`config.mk`:
```
export PLATFORM = sky130hd
export DESIGN_NAME = conv_top
export DESIGN_NICKNAME = d
export VERILOG_FILES = /design/src/common/conv_pkg.sv /design/src/common/ctrl_if.sv /design/src/common/window_if.sv /design/src/linebuf/linebuf.sv /design/src/linebuf/mem_sp.sv /design/src/source/conv_ctrl.sv /design/src/source/conv_mac.sv /design/src/source/conv_result.sv /design/src/source/conv_top.sv
export SDC_FILE = /design/constraint.sdc
export NUM_CORES = 2
export LEC_CHECK = 0
export BUFFER_PORTS_ARGS = -buffer_cell sky130_fd_sc_hd__buf_2
export CORE_UTILIZATION = 35
export CTS_CLUSTER_DIAMETER = 120
export DETAILED_ROUTE_END_ITERATION = 8
export HOLD_SLACK_MARGIN = 0.08
export PLACE_DENSITY = 0.45
export REMOVE_ABC_BUFFERS = 1
export SLEW_MARGIN = 25
export SYNTH_ARGS = -nofsm -noshare
export SYNTH_HDL_FRONTEND = slang
export SYNTH_SLANG_ARGS = --single-unit
```
`constraint.sdc`:
```
create_clock -name clk -period 6.9 [get_ports clk]
set_input_delay 0.345 -clock clk [delete_from_list [all_inputs] [get_ports clk]]
set_output_delay 0.345 -clock clk [all_outputs]
set_load 0.01 [all_outputs]
```
`src/common/conv_pkg.sv`:
```
package conv_pkg;

  // pixel and output word
  localparam int DATA_W = 8;
  localparam int WT_W = 8;
  localparam int BIAS_W = 16;

  // nine 8x8 products plus a 16-bit bias stay well inside 20 bits
  localparam int ACC_W = 20;

  // img_size goes up to 16, so it needs one more bit than the column address
  localparam int SIZE_W = 5;
  localparam int ADDR_W = 4;
  localparam int IMG_MAX = 16;

  // window geometry
  localparam int KSIZE = 3;
  localparam int NTAP = 9;

  // fixed scaling of the biased sum
  localparam int OUT_SHIFT = 4;

  typedef logic signed [DATA_W-1:0] pixel_t;
  typedef logic signed [WT_W-1:0] weight_t;
  typedef logic signed [BIAS_W-1:0] bias_t;
  typedef logic signed [ACC_W-1:0] acc_t;

endpackage

```
`src/common/ctrl_if.sv`:
```
interface ctrl_if
  import conv_pkg::*;
  ();

  logic                       wr;
  logic [ADDR_W-1:0]          col;
  logic [$clog2(KSIZE)-1:0]   line_sel;
  logic                       win_ok;
  logic                       last;

  modport ctrl (
    output wr, col, line_sel, win_ok, last
  );

  modport buf_side (
    input wr, col, line_sel, win_ok, last
  );

endinterface

```
`src/common/window_if.sv`:
```
interface window_if
  import conv_pkg::*;
  ();

  logic   valid;
  logic   last;
  // row-major, oldest row first, leftmost column first
  pixel_t pix [NTAP];

  modport src (
    output valid, last, pix
  );

  modport dst (
    input valid, last, pix
  );

endinterface

```
`src/linebuf/linebuf.sv`:
```
module linebuf
  import conv_pkg::*;
  ( input  logic   clk
  , input  logic   xrst
  , ctrl_if.buf_side bs
  , input  pixel_t pix_q
  , window_if.src  win
  );

  typedef logic [$clog2(KSIZE)-1:0] sel_t;

  pixel_t             rdata [KSIZE];
  pixel_t             new_col [KSIZE];
  pixel_t             col0 [KSIZE];
  pixel_t             col1 [KSIZE];
  pixel_t             pix_d;
  sel_t               sel_q;
  logic               wr_q;
  logic               valid_q;
  logic               last_q;

  // one memory per row, rotated by line_sel; only the current row is written
  for (genvar i = 0; i < KSIZE; i++) begin : g_line
    mem_sp u_mem (
      .clk   (clk),
      .we    (bs.wr && bs.line_sel == sel_t'(i)),
      .addr  (bs.col),
      .wdata (pix_q),
      .rdata (rdata[i])
    );
  end

  // second stage follows the memory read
  always_ff @(posedge clk) begin
    if (!xrst) begin
      wr_q    <= 1'b0;
      valid_q <= 1'b0;
      last_q  <= 1'b0;
      sel_q   <= '0;
    end else begin
      wr_q    <= bs.wr;
      valid_q <= bs.wr && bs.win_ok;
      last_q  <= bs.wr && bs.last;
      if (bs.wr) begin
        sel_q <= bs.line_sel;
      end
    end
  end

  always_ff @(posedge clk) begin
    if (bs.wr) begin
      pix_d <= pix_q;
    end
  end

  // the two stored rows come from the memories not being written
  always_comb begin
    case (sel_q)
      sel_t'(0): begin
        new_col[0] = rdata[1];
        new_col[1] = rdata[2];
      end
      sel_t'(1): begin
        new_col[0] = rdata[2];
        new_col[1] = rdata[0];
      end
      default: begin
        new_col[0] = rdata[0];
        new_col[1] = rdata[1];
      end
    endcase
    new_col[2] = pix_d;
  end

  // older columns shift only when a pixel arrives, so gaps hold the window
  always_ff @(posedge clk) begin
    if (wr_q) begin
      for (int r = 0; r < KSIZE; r++) begin
        col0[r] <= col1[r];
        col1[r] <= new_col[r];
      end
    end
  end

  for (genvar r = 0; r < KSIZE; r++) begin : g_win
    assign win.pix[r*KSIZE]     = col0[r];
    assign win.pix[r*KSIZE + 1] = col1[r];
    assign win.pix[r*KSIZE + 2] = new_col[r];
  end

  assign win.valid = valid_q;
  assign win.last  = last_q;

  a_line_sel: assert property (
    @(posedge clk) disable iff (!xrst)
    bs.wr |-> bs.line_sel < KSIZE
  );

endmodule

```
`src/linebuf/mem_sp.sv`:
```
module mem_sp
  import conv_pkg::*;
  ( input  logic              clk
  , input  logic              we
  , input  logic [ADDR_W-1:0] addr
  , input  pixel_t            wdata
  , output pixel_t            rdata
  );

  pixel_t mem [IMG_MAX];

  always_ff @(posedge clk) begin
    if (we) begin
      mem[addr] <= wdata;
    end
  end

  // read-first, one cycle latency
  always_ff @(posedge clk) begin
    rdata <= mem[addr];
  end

endmodule

```
`src/source/conv_ctrl.sv`:
```
module conv_ctrl
  import conv_pkg::*;
  ( input  logic              clk
  , input  logic              xrst
  , input  logic              start
  , input  logic [SIZE_W-1:0] img_size
  , input  bias_t             bias
  , input  logic              wt_we
  , input  logic [ADDR_W-1:0] wt_addr
  , input  weight_t           wt_data
  , input  logic              pix_valid
  , input  pixel_t            pix_data
  , output logic              busy
  , output weight_t           weights [NTAP]
  , output bias_t             bias_q
  , output pixel_t            pix_q
  , ctrl_if.ctrl              cb
  );

  logic [SIZE_W-1:0]         size_q;
  logic [SIZE_W-1:0]         size_m1;
  logic [ADDR_W-1:0]         col_cnt;
  logic [ADDR_W-1:0]         row_cnt;
  logic [$clog2(KSIZE)-1:0]  line_cnt;
  logic                      accept;
  logic                      col_end;
  logic                      row_end;

  assign size_m1 = size_q - 1'b1;
  assign accept  = busy && pix_valid;
  assign col_end = {1'b0, col_cnt} == size_m1;
  assign row_end = {1'b0, row_cnt} == size_m1;

  // frame configuration and weights, frozen during a frame
  always_ff @(posedge clk) begin
    if (start && !busy) begin
      size_q <= img_size;
      bias_q <= bias;
    end
    if (wt_we && !busy && wt_addr < NTAP) begin
      weights[wt_addr] <= wt_data;
    end
  end

  always_ff @(posedge clk) begin
    if (!xrst) begin
      busy     <= 1'b0;
      col_cnt  <= '0;
      row_cnt  <= '0;
      line_cnt <= '0;
    end else if (!busy) begin
      busy     <= start;
      col_cnt  <= '0;
      row_cnt  <= '0;
      line_cnt <= '0;
    end else if (pix_valid) begin
      if (col_end) begin
        col_cnt  <= '0;
        line_cnt <= (line_cnt == KSIZE - 1) ? '0 : line_cnt + 1'b1;
        if (row_end) begin
          row_cnt <= '0;
          busy    <= 1'b0;
        end else begin
          row_cnt <= row_cnt + 1'b1;
        end
      end else begin
        col_cnt <= col_cnt + 1'b1;
      end
    end
  end

  // decoded per-pixel control, one cycle behind pix_valid
  always_ff @(posedge clk) begin
    if (!xrst) begin
      cb.wr       <= 1'b0;
      cb.win_ok   <= 1'b0;
      cb.last     <= 1'b0;
      cb.col      <= '0;
      cb.line_sel <= '0;
    end else begin
      cb.wr     <= accept;
      cb.win_ok <= accept && col_cnt >= KSIZE - 1 && row_cnt >= KSIZE - 1;
      cb.last   <= accept && col_end && row_end;
      if (accept) begin
        cb.col      <= col_cnt;
        cb.line_sel <= line_cnt;
      end
    end
  end

  always_ff @(posedge clk) begin
    if (accept) begin
      pix_q <= pix_data;
    end
  end

  a_col_range: assert property (
    @(posedge clk) disable iff (!xrst)
    busy |-> {1'b0, col_cnt} < size_q
  );

  a_no_wt_busy: assert property (
    @(posedge clk) disable iff (!xrst)
    !(wt_we && busy)
  );

endmodule

```
`src/source/conv_mac.sv`:
```
module conv_mac
  import conv_pkg::*;
  ( input  logic    clk
  , input  logic    xrst
  , window_if.dst   win
  , input  weight_t weights [NTAP]
  , output logic    valid
  , output logic    last
  , output acc_t    sum
  );

  acc_t prod [NTAP];
  acc_t tree;
  logic prod_valid;
  logic prod_last;

  // signed operands widen to the accumulator before the multiply
  always_ff @(posedge clk) begin
    for (int i = 0; i < NTAP; i++) begin
      prod[i] <= win.pix[i] * weights[i];
    end
  end

  always_ff @(posedge clk) begin
    if (!xrst) begin
      prod_valid <= 1'b0;
      prod_last  <= 1'b0;
    end else begin
      prod_valid <= win.valid;
      prod_last  <= win.valid && win.last;
    end
  end

  // adder tree over the nine products
  always_comb begin
    tree = '0;
    for (int i = 0; i < NTAP; i++) begin
      tree = tree + prod[i];
    end
  end

  always_ff @(posedge clk) begin
    if (prod_valid) begin
      sum <= tree;
    end
  end

  always_ff @(posedge clk) begin
    if (!xrst) begin
      valid <= 1'b0;
      last  <= 1'b0;
    end else begin
      valid <= prod_valid;
      last  <= prod_last;
    end
  end

endmodule

```
`src/source/conv_result.sv`:
```
module conv_result
  import conv_pkg::*;
  ( input  logic              clk
  , input  logic              xrst
  , input  logic              valid
  , input  logic              last
  , input  acc_t              sum
  , input  bias_t             bias_q
  , output logic              out_valid
  , output logic              out_last
  , output logic [DATA_W-1:0] out_data
  );

  acc_t              biased;
  acc_t              shifted;
  logic [DATA_W-1:0] sat;

  assign biased  = sum + acc_t'(bias_q);
  assign shifted = biased >>> OUT_SHIFT;

  // relu, then clamp to the positive range of a signed byte
  always_comb begin
    if (shifted < 0) begin
      sat = '0;
    end else if (shifted > acc_t'(2**(DATA_W-1) - 1)) begin
      sat = DATA_W'(2**(DATA_W-1) - 1);
    end else begin
      sat = shifted[DATA_W-1:0];
    end
  end

  always_ff @(posedge clk) begin
    if (!xrst) begin
      out_valid <= 1'b0;
      out_last  <= 1'b0;
      out_data  <= '0;
    end else begin
      out_valid <= valid;
      out_last  <= last;
      if (valid) begin
        out_data <= sat;
      end
    end
  end

  a_last_valid: assert property (
    @(posedge clk) disable iff (!xrst)
    out_last |-> out_valid
  );

endmodule

```
`src/source/conv_top.sv`:
```
module conv_top
  import conv_pkg::*;
  ( input  logic              clk
  , input  logic              xrst
  , input  logic              wt_we
  , input  logic [ADDR_W-1:0] wt_addr
  , input  weight_t           wt_data
  , input  logic              start
  , input  logic [SIZE_W-1:0] img_size
  , input  bias_t             bias
  , output logic              busy
  , input  logic              pix_valid
  , input  pixel_t            pix_data
  , output logic              out_valid
  , output logic              out_last
  , output logic [DATA_W-1:0] out_data
  );

  weight_t weights [NTAP];
  bias_t   bias_q;
  pixel_t  pix_q;
  logic    mac_valid;
  logic    mac_last;
  acc_t    mac_sum;

  ctrl_if   cif ();
  window_if wif ();

  conv_ctrl u_ctrl (
    .clk       (clk),
    .xrst      (xrst),
    .start     (start),
    .img_size  (img_size),
    .bias      (bias),
    .wt_we     (wt_we),
    .wt_addr   (wt_addr),
    .wt_data   (wt_data),
    .pix_valid (pix_valid),
    .pix_data  (pix_data),
    .busy      (busy),
    .weights   (weights),
    .bias_q    (bias_q),
    .pix_q     (pix_q),
    .cb        (cif.ctrl)
  );

  linebuf u_linebuf (
    .clk   (clk),
    .xrst  (xrst),
    .bs    (cif.buf_side),
    .pix_q (pix_q),
    .win   (wif.src)
  );

  conv_mac u_mac (
    .clk     (clk),
    .xrst    (xrst),
    .win     (wif.dst),
    .weights (weights),
    .valid   (mac_valid),
    .last    (mac_last),
    .sum     (mac_sum)
  );

  conv_result u_result (
    .clk       (clk),
    .xrst      (xrst),
    .valid     (mac_valid),
    .last      (mac_last),
    .sum       (mac_sum),
    .bias_q    (bias_q),
    .out_valid (out_valid),
    .out_last  (out_last),
    .out_data  (out_data)
  );

endmodule

```
## Yosys cells after proc, flatten, opt, wreduce, memory -nomap -nowiden

Memory sizes are Yosys's and may differ from the RTL's. A register that Yosys moved wholly into a read port is not among the register bits.
Index checks and enable logic that the tools add are counted.

- $add $sub $neg: 13
- $mul: 9
- Order comparisons: 7
- Eq/ne operators: 6
- Multiplexer cells: 21
- Bitwise logic cells: 1
- Reductions and logical operators: 20

Operator list:

| cell | count |
|---|---|
| adder 20 bit | 8 |
| multiplier 8 x 8 -> 16 bit | 9 |
| bitwise mux 72 bit | 1 |
| demux 8 bit (select 4 bit) | 1 |
| one-hot mux 16 bit (2 select lines) | 1 |
| 2-to-1 mux 8 bit | 3 |
| adder 20 x 16 -> 20 bit | 1 |
| > comparator 16 x 8 -> 1 bit, second input constant | 1 |
| < comparator 16 x 1 -> 1 bit, second input constant | 1 |
| logical AND 1 bit | 15 |
| 2-to-1 mux 1 bit | 12 |
| == test 4 x 5 -> 1 bit | 2 |
| adder 4 x 1 -> 4 bit, second input constant | 2 |
| greater-or-equal comparator 4 x 2 -> 1 bit, second input constant | 2 |
| 2-to-1 mux 4 bit | 2 |
| greater-or-equal comparator 5 bit, second input constant | 1 |
| < comparator 5 x 1 -> 1 bit, second input constant | 1 |
| inverter 4 -> 5 bit | 1 |
| subtractor 5 x 1 -> 5 bit, second input constant | 1 |
| == test 2 x 1 -> 1 bit, second input constant | 2 |
| == test 2 bit, second input constant | 2 |
| logical NOT 2 bit | 2 |
| < comparator 4 bit, second input constant | 1 |
| AND reduction 2 bit | 2 |
| 3 further kinds | 3 |

- Flip-flop bits (word level): 168
- Memory bits (writable): 612
- Input bits: 46
- Output and inout port bits: 11
- Logic and storage cells: 117
- Memories kept: 6

Memories:

| memory | words | width | read ports | clocked after Yosys merged registers in | write ports | RTL line | text |
|---|---|---|---|---|---|---|---|
| u_mac.prod | 9 | 20 | 9 | 0 | 9 | conv_mac.sv:12 | `acc_t prod [NTAP];` |
| u_linebuf.g_line[0].u_mem.mem | 16 | 8 | 1 | 1 | 1 | mem_sp.sv:10 | `pixel_t mem [IMG_MAX];` |
| u_linebuf.g_line[1].u_mem.mem | 16 | 8 | 1 | 1 | 1 | mem_sp.sv:10 |  |
| u_linebuf.g_line[2].u_mem.mem | 16 | 8 | 1 | 1 | 1 | mem_sp.sv:10 |  |
| u_linebuf.col0 | 3 | 8 | 3 | 0 | 3 | linebuf.sv:14 | `pixel_t col0 [KSIZE];` |
| u_linebuf.col1 | 3 | 8 | 3 | 0 | 3 | linebuf.sv:15 | `pixel_t col1 [KSIZE];` |

## Longest topological paths before layout

- Word-level depth: 8
- Mapped depth: 23
- Depth with buffers taken out: 21

## Hierarchy

A second synthesis with hierarchy kept.

- Cells, all modules: 4266
- Area, all modules: 52312.7 um^2

Modules (own cells, without submodules):

| module | instances | cells an instance | area an instance (um^2) | seq. area each (um^2) |
|---|---|---|---|---|
| conv_mac | 1 | 3062 | 29440.7 | 3563.4 |
| mem_sp | 3 | 230 | 5067.4 | 4003.8 |
| conv_ctrl | 1 | 238 | 4226.6 | 3433.3 |
| linebuf | 1 | 125 | 2198.4 | 1781.7 |
| conv_result | 1 | 151 | 1244.9 | 200.2 |

## Worst setup path after synthesis

OpenSTA, ideal clock, no wires.

- Path type: register to register
- Start point: register u_linebuf.sel_q[0]
- End point: memory u_mac.prod[0][119] in the netlist's numbering
- Library setup time: 72 ps
- Arrival: 4948 ps
- Data required time: 6828 ps
- Slack: 1880 ps
- Cell stages (with the launch flop): 22
- Path buffers: 2
- Period minus slack after synthesis: 5020 ps
- Path through: dfxtp_1 clkbuf_1 buf_2 mux2i_1 nor2_1 a21oi_1 nor2b_1 fa_1 inv_1 fa_1 inv_1 fa_1 inv_1 fa_1 inv_1 ha_1 inv_1 o21bai_1 a31oi_1 o31ai_1 o41ai_1 xnor2_1

RTL lines:

| item | RTL line | text |
|---|---|---|
| start: declaration | linebuf.sv:17 | `sel_t sel_q;` |
| start signal: assignment | linebuf.sv:45 | `sel_q <= bs.line_sel;` |
| end: declaration | conv_mac.sv:12 |  |

==> results.md <==
- Power Density: 482.0 nW/um^2
- Cell taking the most area after synthesis: edfxtp_1
- Setup TNS: 0 ns
- WS Path Type: flop to flop
- Vias: around 29k
- Switching Share: ~43%
- Synthesized instance count: roughly 4k
- Clock tree buffer depth: 3
- Startpoint types: flop
- DR WL/cell: around 20 um
- Row count: 140
- Routed vias/inst: about 4.7
- Met3 wire length: 4176 um
- Largest family of logic cells by synthesized area: adder cells
- Post-route cell area: ~58000 sq um
- Area Growth Syn to Fin: 12.03%
- Total CTS buffers: slightly above 90
- Detailed Place HPWL: 93260 um
- Compound-Gate Fraction of Synth Area: 3.779%
- Top Metal Used: met5
- Pwr Total: 0.02787 W
- Worst-path clk slew: approximately 0.060 ns
- Post-route setup slack: 1.230 ns
- Grt ovf: 0
- Max-slew violation count: 0
- Gate power share: between 50% and 60%
- Worst Hold Class: input pin to flop
- Status: complete, no violations
- Synth warn: 0
- Seq/Total Area, Yosys: 40.66%
- Vias in the first global route: approximately 32k
- Die ar.: ~150000 sq um
- P_sw: approximately 0.012 W
- Top-area cell type share of the netlist area: approximately 33%
- Resized cells post-CTS: 0
- Clock power frac: 18.3%
- FMAX: 0.1764 GHz
- First-pass GRT wire length: between 150000 and 200000 um
- Setup WS pre-CTS: 1.234 ns
- Crit path arrival time: slightly above 6 ns
- Core Area: 146100 sq um
- Synth cell types: between 60 and 70
- RSZ-0062 raised after global routing: no
- Layout Skew: around 0.05 ns
- Post-Route WL: ~120000 um
- Sequential power share: 22.2%
- GPL Wtd Cong: slightly above 0.8
- Synth area leaders: edfxtp_1, fa_1, dfxtp_1
- #FFs+latches synth: between 700 and 800
- Min Tclk post-route: around 5.7 ns
- Worst Reg2Reg Path Length in Cells: 18
- DP Area: ~54000 sq um
- CTS HTree Levels: 3
- Internal power: 0.01590 W
- Synth Area in Adders: a little under a third
- Simple-gate share of the synthesized area: 9.802%
- Die Wd: ~390 um
- Initial Util: 35.33%
- Final hold vios: 0
- Post-synthesis average cell area: 12.56 sq um
- Port Buf Inserts: 56
- Required time of the critical path: between 7 and 8 ns
- Multiplexer share of the synthesized area: 5.645%
- Met1 wire length: 56600 um
- Root buf cell: clkbuf_16
- CP most frequent cell: fa_1
- Area of the multi-input gates: 27410 sq um
- VDD IR max: 1949 uV
- Layout cells sized above 1: 8.714%
- R2R setup slack: between 1 and 1.5 ns
- First-pass DRT Iterations: 5
- Worst Setup End Kind: flop
- Initial antenna violation count: 13
- Period utilisation layout: just over 80%
- Register area: between 20000 and 25000 sq um
- Post-synthesis xor/xnor area fraction: about 2.8%
- EDFF count, synth: 561
- Setup violations, final: 0
- Wire length on met2: about 59000 um
- Min-Delay Path Depth: 1
- I/O pins: 57
- Mapped cell area: between 50000 and 60000 sq um
- CP Cell Sequence: mux2i_1, nor2_1, a21oi_1, nand2_1, fa_1, fa_1, inv_1, fa_1, inv_1, fa_1, inv_1, ha_1, o21ai_0, a21oi_1, o21ai_0, a21oi_1, o21a_1, o211ai_1
- Final core area utilization: between 30% and 40%
- Largest net degree at the start of global routing: 50
- Detailed Route Iter0 Violations: roughly 1.4k
- Slowest stage delay, CP: about 0.90 ns
- Async SR Flop Fraction: 0%
- Sinks on Clock Net: ~770
- Tot GR Track Use: 17.29%
- Fill cell count: between 10k and 15k
- Slew @ Worst Pin: around 0.97 ns
- CTS tree: built
- Crit path max fanout: 17
- Slew HR: between 30% and 40%
- DRT antenna net count: 0
- Lkg Pwr: about 24 nW
- Die height: between 300 and 400 um
- Nets: about 5.2k
- Main flop type after synthesis: edfxtp_1
- Slowest-stage cell, CP: dfxtp_1
- Worst-Skew Late Latency: 0.72 ns
- Max-Cap Viols: 0
- DRC viols: 0
## power by group through the flow
| stage | combinational (W) | sequential, W | clock, W |
|---|---|---|---|
| floorplan | 0.0129 | 0.00644 | 0 |
| global placement | 0.0166 | 0.00632 | 0 |
| detailed placement | 0.0166 | 0.00631 | 0 |
| CTS | 0.0167 | 0.00622 | 0.00525 |
| global route | 0.0188 | 0.00622 | 0.00543 |
| finish | 0.0166 | 0.00620 | 0.00511 |
## worst paths after layout
kind / start / to
max: u_linebuf.sel_q[0] / u_mac.prod[0][54]
min: wt_data[0] / u_ctrl.weights[0]
min reg2reg: u_linebuf.win.last / u_mac.prod_last
max reg2reg: u_linebuf.sel_q[0] / u_mac.prod[0][54]
## what timing repair did
item                      in CTS  in global routing
setup buffers                  0                  0
hold buffers                  31                  0
hold endpoints to repair      41                  0
## layout make-up
cell class,count,share of cell area (%)
Sequential cell,768,36.32
Clock inverter,60,1.274
Timing Repair Buffer,109,1.328
Inverter,805,5.225
Multi-Input combinational cell,2484,47.40
Clock buffer,112,4.288
Antenna cell,4,0.01731
Tap cell,1917,4.147
## cell families after synthesis
family	count (synthesis)
adders and majority gates	914
AOI/OAI and AO/OA	302
DFF	768
and+or+nand+nor	962
buffers and inverters	857
xor gates and xnor gates	165
muxes	141
## per-stage QoR
stage | hold slack [ns] | instances
floorplan | 0.4118 | 4057
finish | 0.1308 | 6259
detailed placement | 0.4399 | 6052
global route | 0.09015 | 6256
CTS | 0.08245 | 6255
global placement | 0.4256 | 6051
## cells in the final DEF (no fill, tap or decap), drive strengths merged, types with 78 or more instances in the layout
cell	instances
dfxtp	207
fa	610
a21oi	98
edfxtp	561
inv	811
mux4	120
nor2	121
and2	323
xnor2	130
buf	78
ha	304
nand2	256
clkbuf	112
## worst max-delay path, delay by kind of cell (launching register included)
kind | cells | cell delay, ns
DFF | 1 | 0.90
adders and majority gates | 5 | 2.23
and+or+nand+nor | 2 | 0.21
buffers and inverters | 3 | 0.14
muxes | 1 | 0.26
AOI/OAI and AO/OA | 7 | 1.77
## flip-flops by register name (all words and copies together) (netlist names), 8 cells and up
signal / count
u_ctrl.bias_q: 16
u_ctrl.pix_q: 8
u_ctrl.weights: 72
u_linebuf.col0: 24
u_linebuf.col1: 24
u_linebuf.g_line.u_mem.mem: 384
u_linebuf.g_line.u_mem.rdata: 24
u_linebuf.pix_d: 8
u_mac.prod: 144
u_mac.sum: 20
u_result.out_data: 8
## routing by layer
metal / track usage [%] / vias to the layer above
met5: 0 / -
met1: 23.54 / 15050
met3: 2.444 / 166
met4: 4.780 / 2
met2: 28.71 / 411
li1: - / 13770
## synthesized netlist by cell type, types with 9 or more instances
cell and n:
mux2i_1 20, nand4_1 9, and3_1 18, nor2_1 119, a21o_1 22, mux4_2 120
nor3_1 38, nand2b_1 57, o21ai_0 54, o21bai_1 15, fa_1 610, nand2_1 256
nand3_1 27, dfxtp_1 207, nor2b_1 71, inv_1 805, edfxtp_1 561, o21a_1 22
ha_1 304, and2_1 322, or3_1 10, o21ai_1 10, xnor2_1 130, a21oi_1 97
clkbuf_1 40, xor2_1 34
Note: power is estimated with default switching activity, not from simulation.
